## src/verilog/stream_match_pkg.sv

```systemverilog
package stream_match_pkg;

   // Stream addressing
   // Six id bits cover every stream slot
   localparam int STREAM_ID_W = 6;
   localparam int NUM_STREAMS = 64;

   // Byte lane of the packet payload
   localparam int CHAR_W = 8;

   // Global match counter, wraps on overflow
   localparam int COUNT_W = 16;

   // Matcher state word
   // Three bits leave room for a longer keyword later
   localparam int MSTATE_W = 3;

   // Matcher states
   // Zero must stay the idle state
   // A fresh stream restores zero
   localparam logic [MSTATE_W-1:0] MSTATE_IDLE = 3'd0;
   // "P" seen
   localparam logic [MSTATE_W-1:0] MSTATE_P = 3'd1;
   // "PA" seen
   localparam logic [MSTATE_W-1:0] MSTATE_PA = 3'd2;
   // "PAS" seen, one byte short of a hit
   localparam logic [MSTATE_W-1:0] MSTATE_PAS = 3'd3;

   // Keyword bytes, ASCII "PASV"
   // FTP passive mode command
   localparam logic [CHAR_W-1:0] KW_0 = 8'h50;
   localparam logic [CHAR_W-1:0] KW_1 = 8'h41;
   localparam logic [CHAR_W-1:0] KW_2 = 8'h53;
   localparam logic [CHAR_W-1:0] KW_3 = 8'h56;

endpackage

```

## src/verilog/keyword_matcher.sv

```systemverilog
module keyword_matcher
(
   input  logic                                clk,
   input  logic                                rst_n,
   // Byte stream
   input  logic [stream_match_pkg::CHAR_W-1:0]   char_in,
   input  logic                                char_vld,
   // State restore from the stream context
   input  logic [stream_match_pkg::MSTATE_W-1:0] restore_state,
   input  logic                                restore_vld,
   // Current state, saved at packet end
   output logic [stream_match_pkg::MSTATE_W-1:0] match_state,
   // One-cycle pulse per completed keyword
   output logic                                match
);

   logic [stream_match_pkg::MSTATE_W-1:0] state_q;
   logic [stream_match_pkg::MSTATE_W-1:0] state_nxt;
   logic [stream_match_pkg::MSTATE_W-1:0] restart;
   logic                                 match_q;
   logic                                 match_nxt;

   // Fallback target on a mismatch
   // A "P" can always begin a new attempt
   // No other prefix of "PASV" is also a suffix, so this is exact
   assign restart = (char_in == stream_match_pkg::KW_0) ?
                    stream_match_pkg::MSTATE_P : stream_match_pkg::MSTATE_IDLE;

   always_comb
   begin
      state_nxt = state_q;
      match_nxt = 1'b0;
      if (restore_vld)
      begin
         // Context switch, take the saved state of the new stream
         state_nxt = restore_state;
      end
      else if (char_vld)
      begin
         case (state_q)
            stream_match_pkg::MSTATE_IDLE:
            begin
               state_nxt = restart;
            end
            stream_match_pkg::MSTATE_P:
            begin
               if (char_in == stream_match_pkg::KW_1)
                  state_nxt = stream_match_pkg::MSTATE_PA;
               else
                  state_nxt = restart;
            end
            stream_match_pkg::MSTATE_PA:
            begin
               if (char_in == stream_match_pkg::KW_2)
                  state_nxt = stream_match_pkg::MSTATE_PAS;
               else
                  state_nxt = restart;
            end
            stream_match_pkg::MSTATE_PAS:
            begin
               // Last byte closes the keyword and drops back to idle
               if (char_in == stream_match_pkg::KW_3)
               begin
                  state_nxt = stream_match_pkg::MSTATE_IDLE;
                  match_nxt = 1'b1;
               end
               else
               begin
                  state_nxt = restart;
               end
            end
            default:
            begin
               // Unused encodings recover to idle
               state_nxt = stream_match_pkg::MSTATE_IDLE;
            end
         endcase
      end
   end

   always_ff @(posedge clk)
   begin
      if (!rst_n)
      begin
         state_q <= stream_match_pkg::MSTATE_IDLE;
         match_q <= 1'b0;
      end
      else
      begin
         state_q <= state_nxt;
         match_q <= match_nxt;
      end
   end

   assign match_state = state_q;
   assign match       = match_q;

   // Restore lands before the first byte of a packet
   // A byte in the restore cycle would be lost
   restore_byte_overlap: assert property (
      @(posedge clk) disable iff (!rst_n)
      !(restore_vld && char_vld))
   else
      $error("keyword_matcher: byte arrived in the restore cycle");

endmodule

```

## src/verilog/stream_context.sv

```systemverilog
module stream_context
(
   input  logic                                   clk,
   input  logic                                   rst_n,
   // Packet context from the tracker
   input  logic [stream_match_pkg::STREAM_ID_W-1:0] cur_id,
   input  logic                                   load_state,
   input  logic                                   new_stream,
   input  logic                                   pkt_end,
   // Enable of the current stream
   input  logic                                   stream_enable,
   // Matcher results
   input  logic                                   match,
   input  logic [stream_match_pkg::MSTATE_W-1:0]    match_state,
   // Restore path to the matcher
   output logic [stream_match_pkg::MSTATE_W-1:0]    restore_state,
   output logic                                   restore_vld,
   // Results
   output logic [stream_match_pkg::COUNT_W-1:0]     count,
   output logic                                   fired
);

   // Saved matcher state, one entry per stream
   logic [stream_match_pkg::MSTATE_W-1:0] state_mem [stream_match_pkg::NUM_STREAMS];

   logic [stream_match_pkg::COUNT_W-1:0] count_q;
   logic                                fired_q;
   logic                                restore_vld_q;
   logic [stream_match_pkg::MSTATE_W-1:0] restore_state_q;
   logic                                pkt_hit;

   // Packet hit, also catches a match in the pkt_end cycle itself
   assign pkt_hit = fired_q | match;

   // Restore path
   // Fresh streams start from idle, known streams from their entry
   always_ff @(posedge clk)
   begin
      if (!rst_n)
         restore_vld_q <= 1'b0;
      else
         restore_vld_q <= load_state;
   end

   always_ff @(posedge clk)
   begin
      if (load_state)
      begin
         if (new_stream)
            restore_state_q <= stream_match_pkg::MSTATE_IDLE;
         else
            restore_state_q <= state_mem[cur_id];
      end
   end

   // State save, enabled streams only
   // A disabled packet leaves the entry untouched
   always_ff @(posedge clk)
   begin
      if (pkt_end && stream_enable)
         state_mem[cur_id] <= match_state;
   end

   // Speculative flag and counter
   always_ff @(posedge clk)
   begin
      if (!rst_n)
      begin
         count_q <= '0;
         fired_q <= 1'b0;
      end
      else if (pkt_end)
      begin
         if (stream_enable)
         begin
            // Commit at most one per packet
            count_q <= count_q + stream_match_pkg::COUNT_W'(pkt_hit);
            fired_q <= pkt_hit;
         end
         else
         begin
            fired_q <= 1'b0;
         end
      end
      else if (match)
         fired_q <= 1'b1;
      else if (load_state)
         // New packet starts unmatched
         fired_q <= 1'b0;
   end

   assign restore_state = restore_state_q;
   assign restore_vld   = restore_vld_q;
   assign count         = count_q;
   assign fired         = fired_q;

   // Restore and commit belong to different packets
   load_commit_overlap: assert property (
      @(posedge clk) disable iff (!rst_n)
      !(pkt_end && load_state))
   else
      $error("stream_context: pkt_end in the load_state cycle");

endmodule

```

## src/verilog/stream_enable_regs.sv

```systemverilog
module stream_enable_regs
(
   input  logic                                   clk,
   input  logic                                   rst_n,
   // Configuration write strobe
   input  logic                                   cfg_wr,
   input  logic [stream_match_pkg::STREAM_ID_W-1:0] cfg_id,
   input  logic                                   cfg_enable,
   // Stream of the open packet
   input  logic [stream_match_pkg::STREAM_ID_W-1:0] cur_id,
   // Enable of that stream
   output logic                                   stream_enable
);

   // One enable bit per stream
   logic [stream_match_pkg::NUM_STREAMS-1:0] enable_q;

   // Write port
   // All streams disabled out of reset
   // A write shows on the next cycle
   always_ff @(posedge clk)
   begin
      if (!rst_n)
      begin
         enable_q <= '0;
      end
      else if (cfg_wr)
      begin
         enable_q[cfg_id] <= cfg_enable;
      end
   end

   // Read port
   // Steers commit and state save in the context block
   assign stream_enable = enable_q[cur_id];

endmodule

```

## src/verilog/stream_match_top.sv

```systemverilog
module stream_match_top
(
   input  logic                                   clk,
   input  logic                                   rst_n,
   // Packet framing
   input  logic                                   pkt_start,
   input  logic [stream_match_pkg::STREAM_ID_W-1:0] stream_id,
   input  logic [stream_match_pkg::CHAR_W-1:0]      char_in,
   input  logic                                   char_vld,
   input  logic                                   pkt_end,
   // Enable configuration
   input  logic                                   cfg_wr,
   input  logic [stream_match_pkg::STREAM_ID_W-1:0] cfg_id,
   input  logic                                   cfg_enable,
   // Results
   output logic [stream_match_pkg::COUNT_W-1:0]     count,
   output logic                                   fired
);

   // Tracker to context and enables
   logic [stream_match_pkg::STREAM_ID_W-1:0] cur_id;
   logic                                    load_state;
   logic                                    new_stream;
   logic                                    pkt_open;
   logic                                    stream_enable;
   // Context to matcher and back
   logic [stream_match_pkg::MSTATE_W-1:0]    restore_state;
   logic                                    restore_vld;
   logic [stream_match_pkg::MSTATE_W-1:0]    match_state;
   logic                                    match;

   stream_tracker stream_tracker_i (
      .clk        (clk),
      .rst_n      (rst_n),
      .pkt_start  (pkt_start),
      .stream_id  (stream_id),
      .pkt_end    (pkt_end),
      .cur_id     (cur_id),
      .load_state (load_state),
      .new_stream (new_stream),
      .pkt_open   (pkt_open)
   );

   stream_enable_regs stream_enable_regs_i (
      .clk           (clk),
      .rst_n         (rst_n),
      .cfg_wr        (cfg_wr),
      .cfg_id        (cfg_id),
      .cfg_enable    (cfg_enable),
      .cur_id        (cur_id),
      .stream_enable (stream_enable)
   );

   stream_context stream_context_i (
      .clk           (clk),
      .rst_n         (rst_n),
      .cur_id        (cur_id),
      .load_state    (load_state),
      .new_stream    (new_stream),
      .pkt_end       (pkt_end),
      .stream_enable (stream_enable),
      .match         (match),
      .match_state   (match_state),
      .restore_state (restore_state),
      .restore_vld   (restore_vld),
      .count         (count),
      .fired         (fired)
   );

   keyword_matcher keyword_matcher_i (
      .clk           (clk),
      .rst_n         (rst_n),
      .char_in       (char_in),
      .char_vld      (char_vld),
      .restore_state (restore_state),
      .restore_vld   (restore_vld),
      .match_state   (match_state),
      .match         (match)
   );

   // Enables only change between packets
   // A write inside a packet would split its commit decision
   cfg_while_open: assert property (
      @(posedge clk) disable iff (!rst_n)
      cfg_wr |-> !pkt_open)
   else
      $error("stream_match_top: cfg_wr while a packet is open");

endmodule

```

## src/verilog/stream_tracker.sv

```systemverilog
module stream_tracker
(
   input  logic                                   clk,
   input  logic                                   rst_n,
   // Packet framing
   input  logic                                   pkt_start,
   input  logic [stream_match_pkg::STREAM_ID_W-1:0] stream_id,
   input  logic                                   pkt_end,
   // Packet context
   output logic [stream_match_pkg::STREAM_ID_W-1:0] cur_id,
   output logic                                   load_state,
   output logic                                   new_stream,
   output logic                                   pkt_open
);

   logic [stream_match_pkg::STREAM_ID_W-1:0] cur_id_q;
   logic                                    load_state_q;
   logic                                    new_stream_q;
   logic                                    pkt_open_q;
   // Streams seen since reset
   logic [stream_match_pkg::NUM_STREAMS-1:0] seen_q;

   // Id latch and seen vector
   always_ff @(posedge clk)
   begin
      if (!rst_n)
      begin
         cur_id_q <= '0;
         seen_q   <= '0;
      end
      else if (pkt_start)
      begin
         cur_id_q         <= stream_id;
         seen_q[stream_id] <= 1'b1;
      end
   end

   // Restore strobe one cycle after pkt_start
   always_ff @(posedge clk)
   begin
      if (!rst_n)
         load_state_q <= 1'b0;
      else
         load_state_q <= pkt_start;
   end

   // New-stream decision rides with load_state
   // Taken from the seen bit before this packet sets it
   always_ff @(posedge clk)
   begin
      if (pkt_start)
         new_stream_q <= !seen_q[stream_id];
   end

   // Open packet window
   always_ff @(posedge clk)
   begin
      if (!rst_n)
         pkt_open_q <= 1'b0;
      else if (pkt_start)
         pkt_open_q <= 1'b1;
      else if (pkt_end)
         pkt_open_q <= 1'b0;
   end

   assign cur_id     = cur_id_q;
   assign load_state = load_state_q;
   assign new_stream = new_stream_q;
   assign pkt_open   = pkt_open_q;

   // Packets of all streams are serialized
   start_while_open: assert property (
      @(posedge clk) disable iff (!rst_n)
      pkt_start |-> !pkt_open_q)
   else
      $error("stream_tracker: pkt_start while a packet is open");

endmodule
```

## config.mk

```make
export PLATFORM = sky130hd
export DESIGN_NAME = stream_match_top
export DESIGN_NICKNAME = d
export VERILOG_FILES = /design/src/verilog/stream_match_pkg.sv /design/src/verilog/keyword_matcher.sv /design/src/verilog/stream_context.sv /design/src/verilog/stream_enable_regs.sv /design/src/verilog/stream_match_top.sv /design/src/verilog/stream_tracker.sv
export SDC_FILE = /design/constraint.sdc
export NUM_CORES = 1
export LEC_CHECK = 0
export ABC_CLOCK_PERIOD_IN_PS = 2710
export BUFFER_PORTS_ARGS = -buffer_cell sky130_fd_sc_hd__buf_2
export CAP_MARGIN = 20
export CELL_PAD_IN_SITES_DETAIL_PLACEMENT = 0
export CELL_PAD_IN_SITES_GLOBAL_PLACEMENT = 1
export CORE_MARGIN = 5
export CORE_UTILIZATION = 45
export DETAILED_ROUTE_END_ITERATION = 10
export PLACE_DENSITY = 0.78
export SETUP_SLACK_MARGIN = 0.05
export SYNTH_ARGS = -nofsm -noshare
export SYNTH_HDL_FRONTEND = slang
export SYNTH_HIERARCHICAL = 1
export SYNTH_SLANG_ARGS = --single-unit
```

## constraint.sdc

```tcl
create_clock -name clk -period 2.71 [get_ports clk]
set_input_delay 0.6775 -clock clk [delete_from_list [all_inputs] [get_ports clk]]
set_output_delay 0.6775 -clock clk [all_outputs]
set_load 0.01 [all_outputs]
```

# Word-level counts from Yosys, hierarchy flattened
# Memories as Yosys holds them, arrays and structs flattened. A register that Yosys moved wholly into a read port is not among the register bits.
# Cells that the tools add are included.
[totals] ff_bits=158 input_bits=27 n_memories=1 latchBits=0 mem_bits_rw=192 rom_bits=0 out_inout_bits=17
[op_classes] div_mod_pow=0 n_addsub=1 magnitude_cmp=5 shift=0 mul=0 reduce_logical=9 n_eq_ne=7 muxes=23 bitwise=5
[memory_table] memory="stream_context_i.state_mem" words=64 word_bits=3 read_ports=1 rd_ports_with_merged_regs=1 wr=1 line="stream_context.sv:24" source="logic [stream_match_pkg::MSTATE_W-1:0] state_mem [stream_match_pkg::NUM_STREAMS];"
[op_table] operator="64-bit bitwise mux" count=1
[op_table] operator="64-bit bitwise OR" count=1
[op_table] operator="8-bit by 7-bit equality test with 1-bit output (second input constant)" count=4
[op_table] operator="6-bit by 7-bit less-than comparator with 1-bit output (second input constant)" count=3
[op_table] operator="16-bit by 1-bit adder with 16-bit output" count=1
[op_table] operator="3-bit 2-to-1 mux" count=5
[op_table] operator="1-bit binary-select mux with 6-bit select" count=2
[op_table] operator="1-bit demux with 6-bit select" count=2
[op_table] operator="6-bit by 1-bit greater-or-equal comparator with 1-bit output (second input constant)" count=2
[op_table] operator="1-bit 2-to-1 mux" count=12
[op_table] operator="3-bit one-hot mux with 4 select lines" count=1
[op_table] operator="3-bit by 2-bit equality test with 1-bit output (second input constant)" count=2
[op_table] operator="4-bit OR reduction" count=1
[op_table] operator="3-bit by 1-bit equality test with 1-bit output (second input constant)" count=1
[op_table] operator="1-bit logical AND" count=3
[op_table] operator="3-bit zero test" count=1
[op_table] operator="1-bit NOT" count=3
[op_table] operator="3-bit nonzero test" count=1
[op_table] operator="2-bit AND reduction" count=1
[op_table] operator="2-bit nonzero test" count=1
[op_table] operator="1-bit zero test" count=1
[op_table] operator="1-bit bitwise OR" count=1

# Depth between registers and ports, before layout
[logic_depth] depth_word=6 mapped_depth=13

# By module
# The synthesis kept the hierarchy.
[by_module_without_submodules] mod="stream_context" n_inst=1 area_each_um2=8722.1 seq_area_each_um2=6216.0 cells_each=584
[by_module_without_submodules] mod="stream_enable_regs" n_inst=1 area_each_um2=3555.9 seq_area_each_um2=1281.2 cells_each=399
[by_module_without_submodules] mod="stream_tracker" n_inst=1 area_each_um2=3158.0 seq_area_each_um2=1471.4 cells_each=334
[by_module_without_submodules] mod="keyword_matcher" n_inst=1 area_each_um2=250.2 seq_area_each_um2=80.1 cells_each=30

# Worst setup path before layout
# Ideal clock, no wire load.
[synth_timing] kind="reg2reg" startpoint="reg stream_tracker_i.cur_id_q, in the netlist stream_tracker_i/cur_id[0]" endpoint="reg stream_context_i.count_q, in the netlist stream_context_i/count[12]" path_buffers=2 stages_incl_launch_ff=13 synth_period_minus_slack_ps=2632 arrival_ps=2518 setup_ps=115 path_slack_ps=78 cell_sequence="dfxtp_1 buf_6 mux4_2 nor2b_4 a2111oi_2 o22ai_1 and3_1 and2_1 clkbuf_2 nand3_1 nor3_1 xor2_1 and2_1"
[synth_between] elab_chain_len=3
[synth_rtl] element="start, declared" line="stream_tracker.sv:16" source="logic [stream_match_pkg::STREAM_ID_W-1:0] cur_id_q;"
[synth_rtl] element="start signal, assigned" line="stream_tracker.sv:33" source="cur_id_q <= stream_id;"
[synth_rtl] element="1-bit binary-select mux with 6-bit select" line="stream_enable_regs.sv:35" source="assign stream_enable = enable_q[cur_id];"
[synth_rtl] element="1-bit 2-to-1 mux (implied by the code)" line="stream_enable_regs.sv:35"
[synth_rtl] element="net stream_enable" line="stream_match_top.sv:25" source="logic stream_enable;"
[synth_rtl] element="2-bit AND reduction (no line)"
[synth_rtl] element="end signal, assigned" line="stream_context.sv:77" source="count_q <= count_q + stream_match_pkg::COUNT_W'(pkt_hit);"
[synth_rtl] element="end, declared" line="stream_context.sv:26" source="logic [stream_match_pkg::COUNT_W-1:0] count_q;"
# The timed path passes the listed nets, and every way through them passes these cells. The select of a mux whose other input is x is not followed.
# A chain may end at the register's enable or synchronous reset.

# Worst setup path in the final report
[layout_timing] startpoint="reg stream_tracker_i.cur_id_q, in the netlist stream_tracker_i/cur_id[0]" endpoint="reg stream_context_i.count_q, in the netlist stream_context_i/count[7]"
# The elaborated chain is that of the path after synthesis.

==> impl_results.md <==
- First-pass DRT Iterations: 6
- Placed cell count: 1827
- Total number of vias: 10801
- Final ANT Viol Nets: 0
- Setup TNS: 0 ps
- Max cap viols: 0
- Critical hold path startpoint: char_in[3]
- GR Overflow Total: 0
- Sw frac: ~22%
- Final core occ: 52.57%
- Finished Cell Area: 0.01812 mm2
- Share of layout cells above drive strength 1: 20.55%
- Ant. Diodes: 0
- Initial core utilization: 45.42%
- RePlAce Congestion: 0.8350
- Pwr dens: between 600 and 700 mW/mm2
- Mean post-synth cell area: 11.65 um2
- RSZ-0062 raised after global routing: true
- Die Span Y: slightly below 200 um
- R2R depth: 11
- Row Count: 68
- CTS buffer count: 38
- Final WL: 37.38 mm
- H-Tree Depth: 2
- Initial antenna violation count: 0
- Die area: 0.03861 mm2
- Clock buffer depth: 3
- Largest net degree at the start of global routing: 77
- Worst Skew: between 10 and 15 ps
- Combinational share of power: between 6 and 7%
- HPWL after detailed placement: 23.94 mm
- CTS clk-pin slew, worst paths: 60 ps
- Critical path class: reg -> reg
- DR WL/cell: 19.67 um
- Port Buffers: 43
- Commonest non-fill, non-tap cell in the layout: edfxtp_1
- Static Leak: slightly above 6 nW
- Outcome: completed
- Sequential share of power: about half
- Worst-path fanout max: 7
- Synth Cell Area: approximately 0.016 mm2
- Clk_lat worst skew: 530 ps
- Psw: 2.566 mW
- Crit path launch type: register
- Min Clock Period, post-route: roughly 2700 ps
- Drt initial violations: slightly above 900
- Hold WS: around 440 ps
- Post-route insts no fill: 1900
- Average vias per placed instance: between 5 and 6
- Total global-route track usage: a little under a fifth
- Critical R2R Capture: stream_context_i/count[7]
- R2r setup slk: 40 ps
- Die X: 196.5 um
- Post-Synthesis Cells: 1344
- Sink Count: 353
- Fin. max-slew vios: 0
- HP Class: in -> reg
- Number of hold violations in the final report: 0
- Max Freq: 374.1 MHz
- Reg2reg start: stream_tracker_i/cur_id[0]
- TritonCTS clock tree: built
- Ports: 44
- Clock Power Share: 44.0%
- Slew of the pin with the lowest slew margin: about 1000 ps
- Worst EP arrival: 3090 ps
- Worst setup path endpoint: stream_context_i/count[7]
- Critical Path Sink Type: register
- Commonest non-fill, non-tap cells in the layout: edfxtp_1 (196), dfxtp_1 (151), nor2_1 (103)
- Synth Warn #: 6
- Core footprint: approximately 0.034 mm2
- Max_slew headroom: 31.99%
- Remaining DRCs: 0
- Crit path launch: stream_tracker_i/cur_id[0]
- Vias in the first global route: about 11000
- Hold buffers post-CTS: 0
- Fin crit share: 98.64%
- Setup Viol. Count Final: 0
- Root buf cell: clkbuf_16
- Area delta synth->final: 15.74%
- Worst path required time: 3130 ps
- Cell internal pwr: 8.975 mW
- Post-Syn Nets: 1374
- Nets: 1447
- Largest vdd supply drop: 0.0005017 V
- First-pass GRT wire length: 59.37 mm
- Post-DP Area: 0.01664 mm2
[worst min-delay path by stage]
stage / slack [ps] / depth (start not counted) / endpoint
final: 440 / 3 / keyword_matcher_i/match
after global routing: 430 / 3 / keyword_matcher_i/match
after CTS: 420 / 3 / keyword_matcher_i/match
after detailed placement: 440 / 1 / stream_tracker_i/seen_q[47]
after global placement: 440 / 1 / stream_tracker_i/seen_q[47]
after floorplan: 430 / 1 / stream_tracker_i/seen_q[47]
[worst max-delay path, stage by stage (launching register included)]
cell     delay, ps
dfxtp_4        440
buf_6          120
mux4_2         490
mux2_4         300
a31oi_4        140
nand3_2        100
and3_4         200
and2_4         150
nand4_1        230
nor3_2          90
xor2_1         140
and2_1         160
[state kept, by name, summed over array words and instances, names as in the netlist]
signal / count
stream_context_i/state_mem: 192
stream_enable_regs_i/enable_q: 64
stream_tracker_i/seen_q: 64
stream_context_i/count: 16
stream_tracker_i/cur_id: 6
keyword_matcher_i/match_state: 3
stream_context_i/restore_state: 3
keyword_matcher_i/match: 1
stream_context_i/fired: 1
stream_context_i/restore_vld: 1
stream_tracker_i/load_state: 1
stream_tracker_i/new_stream: 1
[stage by stage]
step                total power [mW]  setup slack (ps)
finish                         11.54             36.98
global route                   11.99            -36.66
CTS                            11.65             45.63
detailed placement             6.541            -224.4
global placement               6.535            -131.1
floorplan                      6.285             77.56
[cell type report]
cell class                 count  area [um2]
sequential                   353        9041
inverter                      12       45.04
multi-input combinational    881        6226
tap                          455       569.3
fill                        2976       16340
clock inverter                20       188.9
timing repair buffer         131        1006
clock buffer                  48        1040
[timing repair]
| item | CTS | global route |
|---|---|---|
| setup endpoints to repair | 205 | 186 |
| gates cloned | 0 | 0 |
| gates resized for setup | 40 | 26 |
| pin swaps | 4 | 13 |
| setup buffers | 4 | 2 |
[power groups by stage]
stage / Clock (mW) / Sequential [mW] / Combinational [mW]
after CTS: 5.21 / 5.68 / 0.766
after detailed placement: 0 / 5.80 / 0.740
after global routing: 5.47 / 5.68 / 0.839
after global placement: 0 / 5.80 / 0.735
after floorplan: 0 / 5.79 / 0.498
final: 5.08 / 5.68 / 0.781
[routing by layer]
metal	vias up	GRT usage, %	share of wire (%)
met4	0	5.146	2.2
met1	5309	26.66	45
met2	306	31.15	48
li1	5125	-	-
met5	-	0	0
met3	61	2.889	4.9
(Power assumes the default switching activity.)
